File: src/fmrt_mem_cfg.svh
// Word, address, register and SPM sizes, strobe and read/write encodings
`ifndef FMRT_MEM_CFG_SVH
`define FMRT_MEM_CFG_SVH

////////////////////////////////////////////////////////////
// Data path sizes
////////////////////////////////////////////////////////////
`define WORD_W          32                       // Data word width
`define BYTE_OFFSET_W   2                        // Byte lane bits below the word address
`define WORD_ADDR_W     (`WORD_W - `BYTE_OFFSET_W) // Word address width, 30
`define REG_ADDR_W      5                        // GPR index width

////////////////////////////////////////////////////////////
// Scratchpad
////////////////////////////////////////////////////////////
`define SPM_ADDR_W      10                       // SPM index width
`define SPM_DEPTH       (1 << `SPM_ADDR_W)       // 1024 words

////////////////////////////////////////////////////////////
// Bus strobe levels
////////////////////////////////////////////////////////////
`define ENABLE_         1'b0                     // Active low asserted
`define DISABLE_        1'b1                     // Active low idle
`define READ            1'b1                     // rw level for a read
`define WRITE           1'b0                     // rw level for a write

// All-zero byte offset means the access is word aligned
`define BYTE_OFFSET_ALIGNED {`BYTE_OFFSET_W{1'b0}}

`endif

File: src/fmrt_mem_pkg.sv
// Width typedefs, memory-op and exception enums, pipeline and bus record structs
`include "fmrt_mem_cfg.svh"

package fmrt_mem_pkg;

    typedef logic [`WORD_W-1:0]      word_t;      // Data word
    typedef logic [`WORD_ADDR_W-1:0] word_addr_t; // Byte address without lane bits
    typedef logic [`REG_ADDR_W-1:0]  reg_addr_t;  // GPR index
    typedef logic [`SPM_ADDR_W-1:0]  spm_index_t; // SPM row

    typedef enum logic [1:0] {
        MEM_OP_NOP = 2'h0,                        // No memory access
        MEM_OP_LDW = 2'h1,                        // Word load
        MEM_OP_STW = 2'h2                         // Word store
    } mem_op_t;

    typedef enum logic [2:0] {
        EXP_NONE       = 3'h0,                    // No exception
        EXP_EXT_INT    = 3'h1,                    // External interrupt
        EXP_UNDEF_INSN = 3'h2,                    // Undefined instruction
        EXP_OVERFLOW   = 3'h3,                    // Arithmetic overflow
        EXP_MISS_ALIGN = 3'h4,                    // Misaligned access
        EXP_TRAP       = 3'h5                     // Trap instruction
    } exp_code_t;

    // Record handed over by EX
    typedef struct packed {
        logic       en;                           // Valid record
        exp_code_t  exp_code;                     // Exception raised upstream
        word_t      pc;                           // Instruction address
        mem_op_t    mem_op;                       // Memory operation
        word_t      mem_wr_data;                  // Store data
        reg_addr_t  rd_addr;                      // Destination GPR
        logic       gpr_we_;                      // GPR write enable, active low
        word_t      out;                          // EX result or byte address
    } ex_mem_t;

    // Record handed to WB
    typedef struct packed {
        logic       en;                           // Valid record
        exp_code_t  exp_code;                     // Final exception code
        word_t      pc;                           // Instruction address
        reg_addr_t  rd_addr;                      // Destination GPR
        logic       gpr_we_;                      // GPR write enable, active low
        word_t      out;                          // Value for writeback
    } mem_wb_t;

    // One word access, used on both sides of bus_if
    typedef struct packed {
        word_addr_t addr;                         // Word address
        logic       as_;                          // Address strobe, active low
        logic       rw;                           // 1 read, 0 write
        word_t      wr_data;                      // Store data
    } mem_bus_req_t;

endpackage

File: src/mem_ctrl.sv
// Memory op decode, word alignment check, bus request build and result select
`timescale 1ns/10ps
`include "fmrt_mem_cfg.svh"

module mem_ctrl
    import fmrt_mem_pkg::*;
(
    input  ex_mem_t      ex,                      // EX/MEM record
    input  word_t        rd_data,                 // Read data back from the bus
    output mem_bus_req_t cpu_req,                 // Request towards bus_if
    output word_t        result,                  // Access result, also forwarded
    output logic         miss_align               // Misaligned word access
);

    ////////////////////////////////////////////////////////////
    // Address split
    ////////////////////////////////////////////////////////////
    logic [`BYTE_OFFSET_W-1:0] byte_offset;       // Low lane bits of the byte address
    logic                      aligned;           // Offset is zero

    assign byte_offset = ex.out[`BYTE_OFFSET_W-1:0];
    assign aligned     = (byte_offset == `BYTE_OFFSET_ALIGNED);

    ////////////////////////////////////////////////////////////
    // Decode and select
    ////////////////////////////////////////////////////////////
    always_comb begin
        // Idle request unless a valid aligned load or store is seen
        cpu_req.addr    = ex.out[`WORD_W-1:`BYTE_OFFSET_W]; // Drop the lane bits
        cpu_req.as_     = `DISABLE_;
        cpu_req.rw      = `READ;
        cpu_req.wr_data = ex.mem_wr_data;
        result          = ex.out;                 // ALU result by default
        miss_align      = 1'b0;

        if (ex.en) begin
            case (ex.mem_op)
                MEM_OP_LDW: begin
                    if (aligned) begin
                        cpu_req.as_ = `ENABLE_;   // Read strobe
                        result      = rd_data;    // Loaded word
                    end else begin
                        miss_align  = 1'b1;       // No strobe
                        result      = '0;
                    end
                end
                MEM_OP_STW: begin
                    if (aligned) begin
                        cpu_req.as_ = `ENABLE_;   // Write strobe
                        cpu_req.rw  = `WRITE;
                    end else begin
                        miss_align  = 1'b1;       // Store dropped
                        result      = '0;
                    end
                end
                default: begin
                    // NOP keeps the EX result
                end
            endcase
        end
    end

endmodule

File: config.mk
export PLATFORM = sky130hd
export DESIGN_NAME = mem_ctrl
export DESIGN_NICKNAME = d
export VERILOG_FILES = /design/src/fmrt_mem_pkg.sv /design/src/mem_ctrl.sv
export VERILOG_INCLUDE_DIRS = /design/src
export SDC_FILE = /design/constraint.sdc
export NUM_CORES = 1
export LEC_CHECK = 0
export BUFFER_PORTS_ARGS = -buffer_cell sky130_fd_sc_hd__buf_2
export CORE_AREA = 2 2 91 93
export DETAILED_ROUTE_END_ITERATION = 12
export DIE_AREA = 0 0 93 95
export PLACE_DENSITY = 0.6
export SETUP_SLACK_MARGIN = 0.2
export SLEW_MARGIN = 25
export SYNTH_ARGS = -nofsm -noshare
export SYNTH_HDL_FRONTEND = slang
export SYNTH_SLANG_ARGS = --single-unit
File: constraint.sdc
create_clock -name vclk -period 3.4
set_input_delay 0.34 -clock vclk [all_inputs]
set_output_delay 0.34 -clock vclk [all_outputs]
set_load 0.05 [all_outputs]
Word level (Yosys, flattened, before mapping)
Index checks and enable logic that the tools add are counted.
{"block": "totals", "reg_bits": 0, "in_bits": 140, "output_inout_bits": 97}
{"block": "op_classes", "eq_ne": 2, "muxes": 11, "reduce_logical": 2}
{"operator": "$mux 32", "count": 3}
{"operator": "$pmux 32 s2", "count": 1}
{"operator": "$mux 1", "count": 4}
{"operator": "$mux 2", "count": 2}
{"operator": "$eq 2x1->1 const B", "count": 1}
{"operator": "$eq 2x2->1 const B", "count": 1}
{"operator": "$logic_not 2->1", "count": 1}
{"operator": "$pmux 1 s2", "count": 1}
{"operator": "$reduce_or 2->1", "count": 1}

Longest topological paths before layout
{"block": "logic_depth", "word_depth": 4, "depth_mapped": 6}

Worst setup path after synthesis
OpenSTA, ideal clock, no wires.
{"block": "synth_path", "path_type": "input to output", "from": "input ex[70] (netlist bit)", "to": "output result[0]", "t_required_ns": 3.060, "stages": 5, "n_path_buf": 0, "t_arrival_ns": 1.995, "path_slack_ns": 1.065, "cell_sequence": "inv_1 ha_1 nor2b_1 nand3_1 o21ai_0"}
{"block": "synth_between", "elab_chain_len": 3, "elab_cells_between_ends": 4}
{"item": "from (decl)", "line_no": "mem_ctrl.sv:8", "source": "input ex_mem_t ex,"}
{"item": "$eq 2x2->1 or $eq 2x1->1 (tied branches)", "line_no": "mem_ctrl.sv:37", "source": "case (ex.mem_op)"}
{"item": "$pmux 32 s2 (*)", "line_no": "mem_ctrl.sv:37"}
{"item": "$mux 32 (*)", "line_no": "mem_ctrl.sv:36", "source": "if (ex.en) begin"}
{"item": "to (decl)", "line_no": "mem_ctrl.sv:11", "source": "output word_t result,"}
Mark *: on every way between the ends. The rest lies on a longest branch, timed or not.

Worst setup path after layout
{"block": "layout_path", "from": "input ex[70] (netlist bit)", "to": "output result[8]"}
The elaborated chain is that of the path after synthesis.

==> impl_metrics.yaml <==
sta:
  rsz0062_at_grt: "no"
  final-hold-violation-count: 0
  drv_slew: 0
  max_freq_ghz: 0.420
  worst_pin_slew_ns: 0.359
  finalSetupViolCount: 0
  setup_tns_ns: 0
  relSlewSlack_pct: 76.1
  fin_crit_ns: 2.38
  fin_crit_sh_pct: 70.0
grt:
  grt_antenna_before_repair: 0
  grt_pass1_vias: 843
  grt_usage_pct: 5.89
  grt_overflow: 0
  grt_pass1_wl_um: 4260
  grt_max_degree: 31
finish:
  diodes: 0
  n_clock_buffer: 0
  drive_gt1_share_pct: 73.8
  n_fill_cell: 917
  register_area_um2: 0
  finish.utilization_pct: 15.1
  flops_and_latches: 0
  syn_to_final_growth_pct: 36.3
  finalNetCount: 327
worst_setup_path:
  path_max_fanout: 30
  path_delay_family: "buffers and inverters"
  worst-path-buf-inv: 4
  arrival_ns: 2.04
  worstSetupEndpointType: "output pin"
  crit_path_frequent_cell: "buf_2"
  max_stage_delay_ns: 0.35
  start_kind: "input port"
  startpoint: "ex[70]"
  criticalPathCategory: "input port to output pin"
  crit_end: "result[8]"
  cp_slowest_cell: "buf_4"
  path_cells: "buf_2 -> inv_1 -> ha_1 -> nand2b_1 -> nor3b_4 -> buf_4 -> a22o_1 -> buf_2"
  crit_cells: 8
  crit_required_ns: 3.06
route:
  antenna_left: 0
  drc: 0
  vias_per_cell: 3.55
  wl_um: 3410
  initialDrtViolationCount: 17
  wire_per_inst_um: 11.8
  num_vias: 1023
  drtPass1Iterations: 4
power:
  ir_drop_mv: 0.0438
  total_leakage_power_nw: 0.702
  power_density_mw_per_mm2: 280
yosys:
  yosys_warnings: 0
  synth_area_leaders: "buf_4 (53%), a22o_1 (30%), buf_2 (3.4%)"
  synth_top_area_share_pct: 53.1
  synth_largest_area_cell: "buf_4"
  syn_area_um2: 876
  synth.avg_cell_area_um2: 7.49
  synth_nets: 259
  synthDistinctLibCells: 14
  synthCells: 117
  yosysSeqAreaShare_pct: 0
clock_tree:
  ctsHoldBuffers: 0
  post_cts_buffers: 0
  cts-resized-gates: 0
placed_design:
  io_buffer_count: 132
  gp_congestion: 0.631
  hpwlAfterDp_um: 2890
outcome:
  outcome: "finished clean"
floorplan:
  coreArea_mm2: 0.00793
  num_rows: 33
  die_w_um: 93
  dieArea_mm2: 0.00884
  fp.dieH_um: 95
  io_pins: 237
  initial_core_util_pct: 11.0
worst_hold_path:
  holdCritPathClass: "input port to output pin"
run:
  cap_violations: 0
cell families (layout without fill, tap and decap cells):
group | count (synthesis) | count (layout) | synth area share, %
buf+inv | 70 | 136 | 57.4
compound gates | 32 | 32 | 31.4
simple gates | 13 | 13 | 8.29
fa+ha+maj | 2 | 2 | 2.86
cells in the mapped netlist:
cell / number
buf_2: 6
a21o_1: 1
nand4b_1: 1
nand3_1: 2
ha_1: 2
a22o_1: 30
nand2b_1: 1
nand2_1: 4
inv_1: 2
buf_4: 62
o21ai_0: 1
nor2_1: 2
nor2b_1: 2
nor3b_2: 1
power by group:
part	internal [W]	switching, W
clock	0	0
sequential	0	0
combinational	0.0000899	0.000244
per-layer routing:
| metal | track usage [%] | share of wire (%) | wire (µm) |
|---|---|---|---|
| met3 | 1.52 | 13 | 455 |
| met1 | 6.71 | 37 | 1260 |
| met2 | 10.7 | 47 | 1590 |
| met5 | 0 | 0 | 0 |
| met4 | 1.84 | 3.1 | 106 |
worst min-delay path by stage:
stage / from / end / slack, ns / cells after the start
global route: ex[61] / cpu_req[23] / 0.68 / 0
finish: ex[54] / cpu_req[16] / 0.68 / 0
floorplan: ex[38] / cpu_req[0] / 0.85 / 1
global placement: ex[49] / cpu_req[11] / 0.68 / 0
detailed placement: ex[49] / cpu_req[11] / 0.68 / 0
CTS: ex[49] / cpu_req[11] / 0.68 / 0
layout make-up:
cell class / instances / area [µm²] / area share (%)
inverters: 2 / 7.51 / 0.629
multi-input cells: 47 / 379 / 31.8
well taps: 105 / 131 / 11.0
repair buffers: 134 / 676 / 56.6
per-stage QoR:
step	setup WS (ns)	total power, W	cell area (µm²)	std cells	hold slack [ns]
floorplan	1.06	0.000365	876	117	0.847
global placement	1.05	0.000333	1190	288	0.680
detailed placement	1.00	0.000336	1190	288	0.680
CTS	1.00	0.000336	1190	288	0.680
global route	0.929	0.000350	1190	288	0.680
finish	1.02	0.000334	1190	288	0.680
cell usage in the layout, fill, tap and decap left out:
master	n
o21ai_0	1
nand2b_1	1
ha_1	2
a21o_1	1
nand3_1	2
nor2b_1	2
a22o_1	30
nand4b_1	1
buf_4	2
buf_2	132
nor3b_4	1
nand2_1	4
nor2_1	2
inv_1	2
Note: power is estimated with default switching activity, not from simulation.
