File: src/fmrt_mem_cfg.svh
// Word, address, register and SPM sizes, strobe and read/write encodings
`ifndef FMRT_MEM_CFG_SVH
`define FMRT_MEM_CFG_SVH

////////////////////////////////////////////////////////////
// Data path sizes
////////////////////////////////////////////////////////////
`define WORD_W          32                       // Data word width
`define BYTE_OFFSET_W   2                        // Byte lane bits below the word address
`define WORD_ADDR_W     (`WORD_W - `BYTE_OFFSET_W) // Word address width, 30
`define REG_ADDR_W      5                        // GPR index width

////////////////////////////////////////////////////////////
// Scratchpad
////////////////////////////////////////////////////////////
`define SPM_ADDR_W      10                       // SPM index width
`define SPM_DEPTH       (1 << `SPM_ADDR_W)       // 1024 words

////////////////////////////////////////////////////////////
// Bus strobe levels
////////////////////////////////////////////////////////////
`define ENABLE_         1'b0                     // Active low asserted
`define DISABLE_        1'b1                     // Active low idle
`define READ            1'b1                     // rw level for a read
`define WRITE           1'b0                     // rw level for a write

// All-zero byte offset means the access is word aligned
`define BYTE_OFFSET_ALIGNED {`BYTE_OFFSET_W{1'b0}}

`endif

File: src/fmrt_mem_pkg.sv
// Width typedefs, memory-op and exception enums, pipeline and bus record structs
`include "fmrt_mem_cfg.svh"

package fmrt_mem_pkg;

    typedef logic [`WORD_W-1:0]      word_t;      // Data word
    typedef logic [`WORD_ADDR_W-1:0] word_addr_t; // Byte address without lane bits
    typedef logic [`REG_ADDR_W-1:0]  reg_addr_t;  // GPR index
    typedef logic [`SPM_ADDR_W-1:0]  spm_index_t; // SPM row

    typedef enum logic [1:0] {
        MEM_OP_NOP = 2'h0,                        // No memory access
        MEM_OP_LDW = 2'h1,                        // Word load
        MEM_OP_STW = 2'h2                         // Word store
    } mem_op_t;

    typedef enum logic [2:0] {
        EXP_NONE       = 3'h0,                    // No exception
        EXP_EXT_INT    = 3'h1,                    // External interrupt
        EXP_UNDEF_INSN = 3'h2,                    // Undefined instruction
        EXP_OVERFLOW   = 3'h3,                    // Arithmetic overflow
        EXP_MISS_ALIGN = 3'h4,                    // Misaligned access
        EXP_TRAP       = 3'h5                     // Trap instruction
    } exp_code_t;

    // Record handed over by EX
    typedef struct packed {
        logic       en;                           // Valid record
        exp_code_t  exp_code;                     // Exception raised upstream
        word_t      pc;                           // Instruction address
        mem_op_t    mem_op;                       // Memory operation
        word_t      mem_wr_data;                  // Store data
        reg_addr_t  rd_addr;                      // Destination GPR
        logic       gpr_we_;                      // GPR write enable, active low
        word_t      out;                          // EX result or byte address
    } ex_mem_t;

    // Record handed to WB
    typedef struct packed {
        logic       en;                           // Valid record
        exp_code_t  exp_code;                     // Final exception code
        word_t      pc;                           // Instruction address
        reg_addr_t  rd_addr;                      // Destination GPR
        logic       gpr_we_;                      // GPR write enable, active low
        word_t      out;                          // Value for writeback
    } mem_wb_t;

    // One word access, used on both sides of bus_if
    typedef struct packed {
        word_addr_t addr;                         // Word address
        logic       as_;                          // Address strobe, active low
        logic       rw;                           // 1 read, 0 write
        word_t      wr_data;                      // Store data
    } mem_bus_req_t;

endpackage

File: src/mem_reg.sv
// MEM/WB pipeline register with stall hold, flush bubble and misalignment exception
`timescale 1ns/10ps
`include "fmrt_mem_cfg.svh"

module mem_reg
    import fmrt_mem_pkg::*;
(
    input  logic    clk,                          // Clock
    input  logic    reset,                        // Synchronous reset, active high
    input  logic    stall,                        // Hold wb
    input  logic    flush,                        // Load the bubble
    input  ex_mem_t ex,                           // EX/MEM record
    input  word_t   result,                       // Access result from mem_ctrl
    input  logic    miss_align,                   // Misaligned word access
    output mem_wb_t wb                            // MEM/WB record
);

    // Empty slot seen by WB after reset, flush or an invalid record
    localparam mem_wb_t BUBBLE = '{
        en       : 1'b0,
        exp_code : EXP_NONE,
        pc       : '0,
        rd_addr  : '0,
        gpr_we_  : `DISABLE_,
        out      : '0
    };

    ////////////////////////////////////////////////////////////
    // Register
    ////////////////////////////////////////////////////////////
    always_ff @(posedge clk) begin
        if (reset) begin
            wb <= BUBBLE;
        end else if (flush) begin
            wb <= BUBBLE;                         // Wins over stall
        end else if (!stall) begin
            if (!ex.en) begin
                wb <= BUBBLE;                     // Nothing valid upstream
            end else begin
                wb.en      <= ex.en;
                wb.pc      <= ex.pc;
                wb.rd_addr <= ex.rd_addr;
                if (miss_align) begin
                    wb.exp_code <= EXP_MISS_ALIGN; // Replaces any upstream code
                    wb.gpr_we_  <= `DISABLE_;     // No register update
                    wb.out      <= '0;
                end else begin
                    wb.exp_code <= ex.exp_code;   // Upstream exception passes
                    wb.gpr_we_  <= ex.gpr_we_;
                    wb.out      <= result;        // Load data or EX result
                end
            end
        end
        // Stall alone keeps wb as it is
    end

endmodule

File: config.mk
export PLATFORM = sky130hd
export DESIGN_NAME = mem_reg
export DESIGN_NICKNAME = d
export VERILOG_FILES = /design/src/fmrt_mem_pkg.sv /design/src/mem_reg.sv
export VERILOG_INCLUDE_DIRS = /design/src
export SDC_FILE = /design/constraint.sdc
export NUM_CORES = 1
export LEC_CHECK = 0
export BUFFER_PORTS_ARGS = -buffer_cell sky130_fd_sc_hd__buf_2
export CELL_PAD_IN_SITES_DETAIL_PLACEMENT = 0
export CELL_PAD_IN_SITES_GLOBAL_PLACEMENT = 1
export CORE_ASPECT_RATIO = 0.6
export CORE_MARGIN = 8
export CORE_UTILIZATION = 28
export CTS_BUF_LIST = sky130_fd_sc_hd__clkbuf_8
export DETAILED_ROUTE_END_ITERATION = 12
export PLACE_DENSITY = 0.85
export SETUP_SLACK_MARGIN = 0.2
export SLEW_MARGIN = 20
export SYNTH_ARGS = -nofsm -noshare
export SYNTH_HDL_FRONTEND = slang
export SYNTH_SLANG_ARGS = --single-unit
File: constraint.sdc
create_clock -name clk -period 1.5 [get_ports clk]
set_input_delay 0 -clock clk [delete_from_list [all_inputs] [get_ports clk]]
set_output_delay 0 -clock clk [all_outputs]
set_load 0.01 [all_outputs]
# --- Word-level counts from Yosys, hierarchy flattened ---
# Index checks and enable logic that the tools add are counted.
totals:
  wordCells: 10
  input_bits: 145
  ff_bits: 74
  out_inout_bits: 74
classes:
  n_mux: 3
  reduce_logical: 1
op_table:
  columns: ["cell", "count"]
  rows:
  - ["$mux 74", 1]
  - ["$mux 33", 1]
  - ["$mux 3", 1]
  - ["$reduce_or 2->1", 1]

# --- Longest topological paths before layout ---
# Gate-level depths: netlist (run 1).
logic_depth:
  depth_word: 2
  ltp_mapped: 5
  mapped_depth_nobuf: 3

# --- Least setup slack after synthesis (run 1) ---
# OpenSTA, ideal clock, no wires.
synth_path:
  path_kind: "input-to-reg"
  start: "in flush"
  end: "reg wb[32] (netlist bit)"
  path_buffers: 2
  arrival_ns: 0.904
  path_stages: 5
  setup_slack_ns: 0.471
  setup_time_ns: 0.125
  required_ns: 1.375
  path_cell_list: "or2_1 buf_6 nor3b_4 buf_6 a22oi_1"
synth_between:
  elab_chain_cells: 1
synth_rtl:
  columns: ["item", "line", "source"]
  rows:
  - ["start: declaration", "mem_reg.sv:11", "input logic flush,"]
  - ["$reduce_or 2->1 (no source line)", null, null]
  - ["end: declaration", "mem_reg.sv:15", "output mem_wb_t wb"]
# Every way passes these cells.
# A chain may end at the register's enable or synchronous reset.

==> results of run 1 <==
-- repair_timing --
action	4_1_cts	5_1_grt
endpoints found under the hold margin	73	0
resized for setup	0	1
hold buffers	75	0
setup endpoints to repair	0	1
-- worst register-to-register path: cells and delay by family, from the launching register on --
kind	cells	cell delay (ns)
compound gates	1	0.20
flops	1	0.32
simple gates	1	0.06
-- cells by family (layout without fill, tap and decap cells) --
kind of cell | after synthesis | in the layout | share of synthesized area
AOI/OAI and AO/OA | 75 | 75 | 0.251
and+or+nand+nor | 43 | 43 | 0.0772
buffers and inverters | 22 | 251 | 0.0499
other | 0 | 1 | 0
DFF | 74 | 74 | 0.622
-- Yosys cell counts --
library cell and count:
sky130_fd_sc_hd__a22o_1 34, sky130_fd_sc_hd__nor2_2 1, sky130_fd_sc_hd__dfxtp_1 74, sky130_fd_sc_hd__nor2b_1 1, sky130_fd_sc_hd__clkbuf_1 10, sky130_fd_sc_hd__o21ai_0 1, sky130_fd_sc_hd__a22oi_1 38, sky130_fd_sc_hd__or2_1 1
sky130_fd_sc_hd__buf_2 5, sky130_fd_sc_hd__nor2_1 38, sky130_fd_sc_hd__inv_1 3, sky130_fd_sc_hd__buf_6 4, sky130_fd_sc_hd__a21oi_1 2, sky130_fd_sc_hd__nand2_1 1, sky130_fd_sc_hd__nor3b_4 1
-- per-stage QoR --
step | cells | utilization | setup WS [ns] | instance area, µm² | hold WS [ns]
floorplan | 214 | - | 0.471 | 2380 | 0.126
global placement | 464 | 0.386 | 0.428 | 3240 | 0.211
detailed placement | 464 | 0.386 | 0.411 | 3240 | 0.212
CTS | 555 | 0.504 | 0.304 | 4230 | 0.326
global route | 555 | 0.504 | 0.274 | 4230 | 0.334
finish | 556 | 0.505 | 0.325 | 4240 | 0.319
-- area by class of cell --
type | count | area (µm²)
inverters | 3 | 11.3
diodes | 1 | 2.50
fillers | 758 | 4160
multi-input cells | 118 | 785
clock inverters | 4 | 72.6
well taps | 112 | 140
clock buffers | 12 | 165
repair buffers | 232 | 1580
flip-flops and latches | 74 | 1480
-- power by group --
part           switching (mW)  leakage [nW]  internal (mW)
registers              0.0168         0.599           2.00
logic                   0.182          1.31          0.269
clock network           0.715         0.119           1.07
-- worst paths after layout --
| kind | start | cells past startpoint | to | slack, ns |
|---|---|---|---|---|
| min reg2reg | wb[72] | 2 | wb[72] | 0.46 |
| max reg2reg | wb[63] | 2 | wb[63] | 0.80 |
| min | ex[107] | 5 | wb[72] | 0.32 |
| max | stall | 6 | wb[29] | 0.32 |
-- metal layers --
layer / global-route usage / up-vias / share of wire
met2: 0.248 / 92 / 0.50
met1: 0.148 / 1186 / 0.40
met3: 0.0605 / 14 / 0.076
met5: 0 / - / 0
li1: - / 1224 / -
met4: 0.0711 / 0 / 0.020
==> run summary, run 1 <==
The summed instance area of the synthesized netlist came out at 2380 µm². The average size of a mapped cell came out at between 10 and 15 µm². The count of input and output buffers is between 150 and 200. The area share of the largest cell type after synthesis came out at 0.622.

Among cell families on the critical path, the largest total delay comes from buffers and inverters. The floorplan has 26 rows. Yosys printed 0 warnings. The library cell used most frequently in the layout, excluding fill and tap cells, is sky130_fd_sc_hd__buf_2. Post-CTS timing repair inserted 0 buffers for setup.

The number of endpoints failing setup at the final stage came out at 0. The number of pins exceeding their max-slew limit in the final report came out at 0. The routability congestion estimate came out at approximately 0.67. In the layout the commonest cells are sky130_fd_sc_hd__buf_2 (152), sky130_fd_sc_hd__dlygate4sd3_1 (75), sky130_fd_sc_hd__dfxtp_1 (74). The total DRC errors in the routed layout came out at 0.

The number of vias in the routed layout came out at 2516. The worst-case IR drop observed on VDD is around 450 µV. The first-pass GRT wire length came out at 13500 µm. The register with the most flip-flops is wb. STA classifies the critical path endpoint as a flop. The maximum operating frequency came out at roughly 850 MHz. Counting every net in the synthesized netlist gives around 360. The clock transition at the registers of the reported paths is around 0.070 ns.

Counting the buffers created by CTS gives 9. The maximum fanout along the worst path is 35. The number of global-route vias before repair is 2709. TritonCTS built the clock tree. The critical path startpoint category is an input pin. The reported max-cap violation count came out at 0. By area the synthesized netlist is led by sky130_fd_sc_hd__dfxtp_1 (62%), sky130_fd_sc_hd__a22o_1 (13%), sky130_fd_sc_hd__a22oi_1 (12%). The number of hold-slack violations in the final timing report is 0. At the pin with the least slew margin, the transition time is between 0.4 and 0.5 ns. The layout overhead on the synthesized area is 77.8%.

The power density of the placed cells is approximately 1000 nW/µm². The clock reaches the later pin of the worst-skew pair after 0.34 ns. The area of the core came out at about 8400 µm². Before antenna repair, the detailed router went through 4 iterations.

In this run the remaining antenna-violating nets after routing total 0. The flow ran to the end, and the final reports show no timing, DRC or antenna violations. The time the worst path needs with I/O delays and setup is around 1.2 ns. The number of top-level design ports came out at 219. The tree is rooted in a sky130_fd_sc_hd__clkbuf_8. The largest stage delay on the critical path is about 0.54 ns. The count of buffering cells on the critical path with inverters included came out at 3.

The worst setup path category is in2reg. The detail-routed net length per standard cell is roughly 15 µm. In the routed layout, each cell is associated on average with a via count of approximately 4.5. For this configuration, the core starts out at a cell density of 0.284. In this run the vertical extent of the chip is approximately 87 µm. The required time of the critical path is ~1.8 ns. The routed design has roughly 8600 µm of wire.

The portion of the clock cycle consumed by the worst path in the final layout is 0.784. In this run the worst hold path is classified as in2reg. The clock tree skew after final layout is 0 ns. The worst pin sits at a relative slew slack of 0.732. The half-perimeter wire length after detailed placement came out at around 5300 µm. The number of antenna violations at the first check in global routing is 0. The share of the yosys chip area belonging to registers is 0.622. The register with the most flip-flops in the layout has 74 of them. The layout net count is roughly 580. The area enclosed by the die boundary is 11800 µm². The overall die width is 135 µm. The clock sink count is between 70 and 80.

The share of cells above drive strength 1 is 0.397. The slowest stage of the critical path belongs to the cell sky130_fd_sc_hd__dlygate4sd3_1. The clock tree synthesis step divided the H-tree into 3 levels. After technology mapping, the gate count stands at 214.

Entering global routing, the biggest net connects 40 pins. The analysis attributes to cell leakage a power of approximately 2.0 nW. The count of state elements after synthesis is between 70 and 80. Summed over all instances, the cell type with the most area after synthesis is sky130_fd_sc_hd__dfxtp_1.

In this run, the number of DRC markers left after iteration 0 of detailed routing was 90. The maximum buffer depth of the clock tree is 2. The count of different cell masters after synthesis came out at 15. The final setup TNS is 0 ns.

Across every metal layer, demand over resource in global routing totals 0.143. The total chip power is roughly 4.2 mW. Setup repair after global routing left no endpoint under its margin.

The residual overflow from global routing is 0. The largest registers in the layout are wb x74. Traced cell by cell, the critical path runs through dlygate4sd3_1 > buf_2 > nor2b_2 > nor3b_4 > buf_12 > a22o_1.

The data arrival time of the critical path came out at between 1 and 1.5 ns.
(Power assumes the default switching activity.)
==> run 2: changes to the inputs <==
--- a/config.mk
+++ b/config.mk
@@ -11,10 +11,10 @@
 export CELL_PAD_IN_SITES_GLOBAL_PLACEMENT = 1
 export CORE_ASPECT_RATIO = 0.6
 export CORE_MARGIN = 8
-export CORE_UTILIZATION = 28
+export CORE_UTILIZATION = 23
 export CTS_BUF_LIST = sky130_fd_sc_hd__clkbuf_8
 export DETAILED_ROUTE_END_ITERATION = 12
-export PLACE_DENSITY = 0.85
+export PLACE_DENSITY = 0.75
 export SETUP_SLACK_MARGIN = 0.2
 export SLEW_MARGIN = 20
 export SYNTH_ARGS = -nofsm -noshare
==> constraint.sdc (replaced) <==
create_clock -name clk -period 1 [get_ports clk]
set_input_delay 0 -clock clk [delete_from_list [all_inputs] [get_ports clk]]
set_output_delay 0 -clock clk [all_outputs]
set_load 0.01 [all_outputs]
==> run summary, run 2 (synthesized netlist as in run 1, its figures left out) <==
Result of the run: finished clean (unchanged). The reg-to-reg endpoint is wb[7] (was wb[63]). RSZ-0062 raised after global routing: yes (was no). After layout, the minimum clock period comes to around 0.80 ns. The category of cells accounting for the largest share of critical-path delay is flip-flops (was buffers and inverters). The final non-filler cell total was 588 (was 556). The total iterations of the first detailed-routing run came out at 4 (unchanged). The number of vias in the routed layout came out at 2560 (was 2516). The startpoint of the worst-slack reg-to-reg timing path is wb[7] (was wb[63]). The utilization of the core after routing is 0.488 (was 0.505). The starting DRC count in detailed routing came out at 101 (was 90). The clock network fraction of total power came out at 0.390 (was 0.420). The relative max-transition margin is 0.724 (was 0.732). The count of standard-cell rows came to 28 (was 26). The reported max-cap violation count came out at 0 (unchanged). The maximum operating frequency came out at ~1300 MHz. The flip-flop count of the largest register after layout came out at 74 (unchanged). The sum of routed wire length over all layers is 9370 µm (was 8620 µm).

The clock tree skew after final layout is 0 ns (unchanged). The clock tree root driver cell is sky130_fd_sc_hd__clkbuf_8 (unchanged). The clock tree from TritonCTS is yes (unchanged).

The overall die width came out at 147 µm (was 135 µm). The initial standard-cell utilization of the core was 0.239 (was 0.284). The cell-internal power came out at 4.85 mW (was 3.34 mW).

The worst setup path category was reg2out (was in2reg). The instance area after placement is 3320 µm² (was 3240 µm²). The maximum buffer depth of the clock tree is 2 (unchanged). The data arrival time of the critical path is 0.80 ns (was 1.46 ns). The number of pins exceeding their max-slew limit in the final report came to 0 (unchanged). The maximum fanout along the worst path is 2 (was 35).

The number of endpoints failing setup at the final stage was 0 (unchanged). The type of destination of the critical path is a primary output (was flop). The hold path depth is 3 (was 5). The clock transition at the registers of the reported paths is 0.08 ns (was 0.07 ns). The register with the most flip-flops is wb (unchanged).

The fraction of power consumed by combinational cells is 0.122 (was 0.106). The sequential fraction of design power came to 0.488 (was 0.474). The count of input and output buffers is 152 (unchanged). The cell count after placement was 490 (was 464).

The largest stage delay on the critical path is 0.35 ns (was 0.54 ns). The number of antenna violations at the first check in global routing is 1 (was 0). The half-perimeter wire length after detailed placement came out at 5670 µm (was 5330 µm). The layout net count came out at 592 (was 583).

The cell with the biggest individual delay on the critical path is sky130_fd_sc_hd__dfxtp_2 (was sky130_fd_sc_hd__dlygate4sd3_1). The share of cells above drive strength 1 came out at 0.576 (was 0.397). The number of top-level design ports is 219 (unchanged). The maximum vdd drop is 681 µV (was 452 µV). The number of global-route vias before repair is 2827 (was 2709). The area enclosed by the die boundary came out at 14000 µm² (was 11800 µm²). The routability congestion estimate came out at 0.725 (was 0.668). The most common library cell in the layout ignoring fill and taps is sky130_fd_sc_hd__buf_2 (unchanged). The first-pass GRT wire length was 14900 µm (was 13500 µm).

Dividing the final minimum period by the clock period gives 0.799. The clock sink count came out at 74 (unchanged). The total global routing track utilization came to 0.134 (was 0.143). The number of clock buffers inserted by TritonCTS came out at 9 (unchanged). Chain of cells forming the critical path: buf_6 (was dlygate4sd3_1 > buf_2 > nor2b_2 > nor3b_4 > buf_12 > a22o_1). The required time of the critical path is 1.00 ns (was 1.78 ns).

The final setup TNS came to 0 ns (unchanged). The switching power is 1.37 mW (was 914 µW). The later-pin clock latency in the skew report came to 0.33 ns (was 0.34 ns). The hold slack is 0.0413 ns (was 0.319 ns).

The static leakage is 2.15 nW (was 2.02 nW). The endpoint of the worst hold path was wb[72] (unchanged). The largest net degree at the start of global routing came out at 40 (unchanged).

Most frequent cells in the layout: sky130_fd_sc_hd__buf_2 (78), sky130_fd_sc_hd__buf_6 (74), sky130_fd_sc_hd__dfxtp_2 (74) (was sky130_fd_sc_hd__buf_2 (152), sky130_fd_sc_hd__dlygate4sd3_1 (75), sky130_fd_sc_hd__dfxtp_1 (74)). The number of vias per cell after detailed routing is 4.35 (was 4.53). The critical path startpoint category is a flop (was input pin). The number of hold-slack violations in the final timing report is 0 (unchanged). The deepest level of the CTS H-tree is 3 (unchanged).

The count of cells along the worst register-to-register path came to 2 (unchanged). The cell area after layout is 4870 µm² (was 4240 µm²). The total DRC errors in the routed layout is 0 (unchanged). The switching power share of the total came to 0.220 (was 0.215). The worst setup slack for register-to-register paths is 0.24 ns (was 0.80 ns). The detail-routed net length per standard cell is 15.9 µm (was 15.5 µm).

The height of the die is 94.8 µm (was 87.5 µm). The area of the core came to 9980 µm² (was 8390 µm²). The count of buffering cells on the critical path with inverters included is 1 (was 3). The layout overhead on the synthesized area came out at 105% (was 77.8%). The number of antenna-violating nets in the routed design was 0 (unchanged). The actual transition at the worst max-transition pin is 0.414 ns (was 0.402 ns). The power density of the placed cells came out at 1280 nW/µm² (was 1000 nW/µm²). The hold path startpoint was miss_align (was ex[107]). The residual overflow from global routing came out at 0 (unchanged). The type of the worst min-delay path is in2reg (unchanged). Largest registers: wb x74 (unchanged).
-- run 2: metrics by stage --
| stage | power [mW] | setup WS, ns |
|---|---|---|
| after floorplan | 3.29 | -0.0278 |
| after CTS | 6.33 | 0.173 |
| after global routing | 6.54 | 0.132 |
| final | 6.22 | 0.201 |
| after global placement | 3.54 | -0.0458 |
| after detailed placement | 3.55 | -0.0629 |
-- run 2: area by class of cell --
| type | instances | area (µm²) |
|---|---|---|
| fill | 918 | 5110 |
| sequential | 74 | 1570 |
| multi-input combinational | 118 | 785 |
| tap | 135 | 169 |
| clock inverter | 6 | 82.6 |
| clock buffer | 9 | 124 |
| timing repair buffer | 241 | 2120 |
| antenna | 2 | 5.00 |
| inverter | 3 | 11.3 |
-- run 2: worst min-delay path, delay by kind of cell --
family / cells / cell delay [ns]
compound gates: 2 / 0.22
buf+inv: 1 / 0.12
-- run 2: power by group through the flow --
| stage | clock (mW) | sequential [mW] | combinational (mW) |
|---|---|---|---|
| floorplan | 0 | 3.11 | 0.180 |
| global placement | 0 | 3.09 | 0.457 |
| detailed placement | 0 | 3.09 | 0.465 |
| CTS | 2.55 | 3.04 | 0.745 |
| global route | 2.68 | 3.04 | 0.823 |
| finish | 2.43 | 3.04 | 0.758 |
-- run 2: worst max-delay path by stage --
stage	from	endpoint	slack (ns)	cells past startpoint
6_report	wb[62]	wb[62]	0.20	1
5_1_grt	wb[62]	wb[62]	0.13	1
4_1_cts	wb[49]	wb[49]	0.17	1
3_5_place_dp	flush	wb[15]	-0.06	5
3_3_place_gp	flush	wb[32]	-0.05	5
2_1_floorplan	flush	wb[32]	-0.03	5
-- run 2: layer usage --
metal	routed length, µm	up-vias	track usage
li1	-	1242	-
met1	3680	1211	0.139
met2	4890	95	0.242
met3	665	12	0.0573
met4	136	0	0.0515
met5	0	-	0
-- run 2: what timing repair did --
action,4_1_cts,5_1_grt
setup buffers,7,1
resized for setup,148,0
setup endpoints to repair,74,74
hold buffers,73,0
endpoints found under the hold margin,73,0
==> run 3: changes to the inputs <==
--- a/config.mk
+++ b/config.mk
@@ -11,10 +11,10 @@
 export CELL_PAD_IN_SITES_GLOBAL_PLACEMENT = 1
 export CORE_ASPECT_RATIO = 0.6
 export CORE_MARGIN = 8
-export CORE_UTILIZATION = 23
+export CORE_UTILIZATION = 26
 export CTS_BUF_LIST = sky130_fd_sc_hd__clkbuf_8
 export DETAILED_ROUTE_END_ITERATION = 12
-export PLACE_DENSITY = 0.75
+export PLACE_DENSITY = 0.8
 export SETUP_SLACK_MARGIN = 0.2
 export SLEW_MARGIN = 20
 export SYNTH_ARGS = -nofsm -noshare
==> constraint.sdc (replaced) <==
create_clock -name clk -period 0.8 [get_ports clk]
set_input_delay 0 -clock clk [delete_from_list [all_inputs] [get_ports clk]]
set_output_delay 0 -clock clk [all_outputs]
set_load 0.01 [all_outputs]
==> run summary, run 3 (synthesized netlist as in run 1, its figures left out) <==
Result of the run: complete, but fails checks (was finished clean). The final reports fail on hold timing, setup timing. The total global routing track utilization came out at 0.151 (was 0.134). The number of hold-slack violations in the final timing report is 1 (was 0).

The clock transition at the registers of the reported paths is 0.08 ns (about the same). The flip-flop count of the largest register after layout is 74 (unchanged). For the finished layout, the period the worst path requires is between 0.8 and 0.9 ns. The area of the core came out at 9050 µm² (was 9980 µm²). The cell area after layout is 5460 µm² (was 4870 µm²). RSZ-0062 raised after global routing: yes (unchanged).

The startpoint of the worst-slack reg-to-reg timing path is wb[30] (was wb[7]). The first-pass GRT wire length is 15500 µm (was 14900 µm). The worst-case setup slack after placement came to -0.262 ns (was -0.0629 ns). The cell count after placement is 469 (was 490). The clock tree skew after final layout was 0 ns (unchanged). The initial standard-cell utilization of the core came to 0.263 (was 0.239). The maximum buffer depth of the clock tree came out at 2 (unchanged).

The total chip power is 8.52 mW (was 6.22 mW). The number of global-route vias before repair is 2931 (was 2827). The reported max-cap violation count came out at 0 (unchanged). Most frequent cells in the layout: sky130_fd_sc_hd__buf_6 (89), sky130_fd_sc_hd__buf_2 (77), sky130_fd_sc_hd__dfxtp_2 (74) (was sky130_fd_sc_hd__buf_2 (78), sky130_fd_sc_hd__buf_6 (74), sky130_fd_sc_hd__dfxtp_2 (74)). The count of input and output buffers is 152 (unchanged). The number of vias per cell after detailed routing came to 4.64 (was 4.35). The cell that appears most often on the critical path is sky130_fd_sc_hd__buf_6. The largest stage delay on the critical path came to 0.26 ns (was 0.35 ns).

The height of the die was 90.1 µm (was 94.8 µm). The layout net count is 616 (was 592). The instance area after placement is 3260 µm² (was 3320 µm²). The hold slack is -0.00117 ns (was 0.0413 ns). The number of clock buffers inserted by TritonCTS came out at 9 (unchanged). Largest registers: wb x74 (unchanged). The portion of the clock cycle consumed by the worst path in the final layout came out at 1.03. The clock sink count is 74 (unchanged). The final setup TNS came out at -0.0775 ns (was 0 ns).

The largest net degree at the start of global routing is 40 (unchanged). The endpoint of the worst hold path is wb[72] (unchanged). The number of antenna-violating nets in the routed design came out at 0 (unchanged).

The sum of routed wire length over all layers came out at 10800 µm (was 9370 µm). The clock tree root driver cell was sky130_fd_sc_hd__clkbuf_8 (unchanged). The register with the most flip-flops is wb (unchanged). The slack of the critical path is -0.0227 ns (was 0.201 ns).

The count of standard-cell rows was 27 (was 28). Chain of cells forming the critical path: buf_6 > or2_4 > nor3b_4 > buf_6 > buf_12 > buf_16 > a22o_1 (was buf_6). The count of cells along the worst register-to-register path is 2 (unchanged). The number of vias in the routed layout is 2751 (was 2560). The area enclosed by the die boundary is 12600 µm² (was 14000 µm²). The required time of the critical path came out at 1.07 ns (was 1.00 ns). The total DRC errors in the routed layout was 0 (unchanged). The static leakage was 2.38 nW (was 2.15 nW). The clock tree from TritonCTS was yes (unchanged). The power density of the placed cells is 1560 nW/µm² (was 1280 nW/µm²). The detail-routed net length per standard cell is 18.2 µm (was 15.9 µm). The type of the worst min-delay path was in2reg (unchanged). The hold path startpoint is ex[106] (was miss_align). The overall die width came out at 140 µm (was 147 µm). The number of pins exceeding their max-slew limit in the final report came out at 0 (unchanged). The later-pin clock latency in the skew report came out at 0.33 ns (about the same).

The number of endpoints failing setup at the final stage came out at 9 (was 0). The worst setup path category is in2reg (was reg2out). The filler cell count in the final layout came to 693 (was 918). The share of cells above drive strength 1 came out at 0.674 (was 0.576). The layout overhead on the synthesized area came out at 129% (was 105%). Based on the critical path, the design can be clocked at up to roughly 1200 MHz. The type of destination of the critical path is a flop (was primary output). The number of top-level design ports came out at 219 (unchanged).

The cell with the biggest individual delay on the critical path was sky130_fd_sc_hd__or2_4 (was sky130_fd_sc_hd__dfxtp_2). The relative max-transition margin is 0.712 (was 0.724). The starting DRC count in detailed routing came to 62 (was 101). The maximum vdd drop came to 872 µV (was 681 µV). The most common library cell in the layout ignoring fill and taps is sky130_fd_sc_hd__buf_6 (was sky130_fd_sc_hd__buf_2).

The residual overflow from global routing is 0 (unchanged). The routability congestion estimate is 0.705 (was 0.725). The worst setup slack for register-to-register paths came out at 0.02 ns (was 0.24 ns). The hold path depth was 3 (unchanged). The critical path startpoint category was an input pin (was flop). The total iterations of the first detailed-routing run came out at 4 (unchanged). The number of antenna violations at the first check in global routing is 1 (unchanged).

The data arrival time of the critical path came out at 1.09 ns (was 0.80 ns). The actual transition at the worst max-transition pin is 0.432 ns (was 0.414 ns). The final non-filler cell total is 593 (was 588). The utilization of the core after routing came out at 0.604 (was 0.488). The half-perimeter wire length after detailed placement is 5500 µm (was 5670 µm).

The deepest level of the CTS H-tree was 3 (unchanged). The reg-to-reg endpoint is wb[30] (was wb[7]). The maximum fanout along the worst path came to 5 (was 2).
==> run 3: cell types whose count changed in the layout (fill, tap and decap cells not counted), moves of 2 or more <==
cell / before / now
sky130_fd_sc_hd__a21oi_1: 2 / 0
sky130_fd_sc_hd__a21oi_2: 0 / 2
sky130_fd_sc_hd__a22oi_1: 38 / 5
sky130_fd_sc_hd__a22oi_2: 0 / 33
sky130_fd_sc_hd__buf_16: 0 / 2
sky130_fd_sc_hd__buf_4: 12 / 14
sky130_fd_sc_hd__buf_6: 74 / 89
sky130_fd_sc_hd__clkbuf_16: 0 / 5
sky130_fd_sc_hd__clkbuf_8: 9 / 11
sky130_fd_sc_hd__clkinv_2: 3 / 0
==> run 3: layer usage <==
layer	vias to the layer above	GRT usage	wire [µm]
met1	1323	0.173	4540
li1	1297	-	-
met4	0	0.0485	179
met3	13	0.0575	790
met2	118	0.256	5290
met5	-	0	0
==> run 3: cell type report <==
cell class                 count  area [µm²]  area share
clock inverter                 5         101      0.0185
inverter                       3        11.3     0.00206
clock buffer                  11         151      0.0277
sequential                    74        1570       0.288
multi-input combinational    118         970       0.177
antenna                        1        2.50    0.000458
timing repair buffer         265        2510       0.459
tap                          116         145      0.0266
==> run 3: what timing repair did <==
item / in CTS / in global routing
pin swaps: 40 / 29
cloned: 2 / 9
endpoints found under the hold margin: 73 / 1
hold buffers: 71 / 1
setup endpoints to repair: 147 / 148
setup buffers: 13 / 11
resized for setup: 172 / 31
==> run 3: power breakdown <==
group	switching (mW)	internal, mW	leakage (nW)
clock network	1.35	2.23	0.127
logic	0.442	0.693	1.62
registers	0.0519	3.75	0.634
total	1.85	6.68	2.38
==> run 3: critical path, delay by kind of cell <==
kind	cells	cell delay [ns]
and+or+nand+nor	2	0.48
AOI/OAI and AO/OA	1	0.14
buffers and inverters	4	0.47
==> run 3: worst max-delay path by stage <==
stage | cells past startpoint | from | to
2_1_floorplan | 5 | flush | wb[32]
3_3_place_gp | 5 | flush | wb[32]
3_5_place_dp | 5 | flush | wb[70]
4_1_cts | 1 | wb[51] | wb[51]
5_1_grt | 1 | wb[60] | wb[60]
6_report | 7 | flush | wb[30]
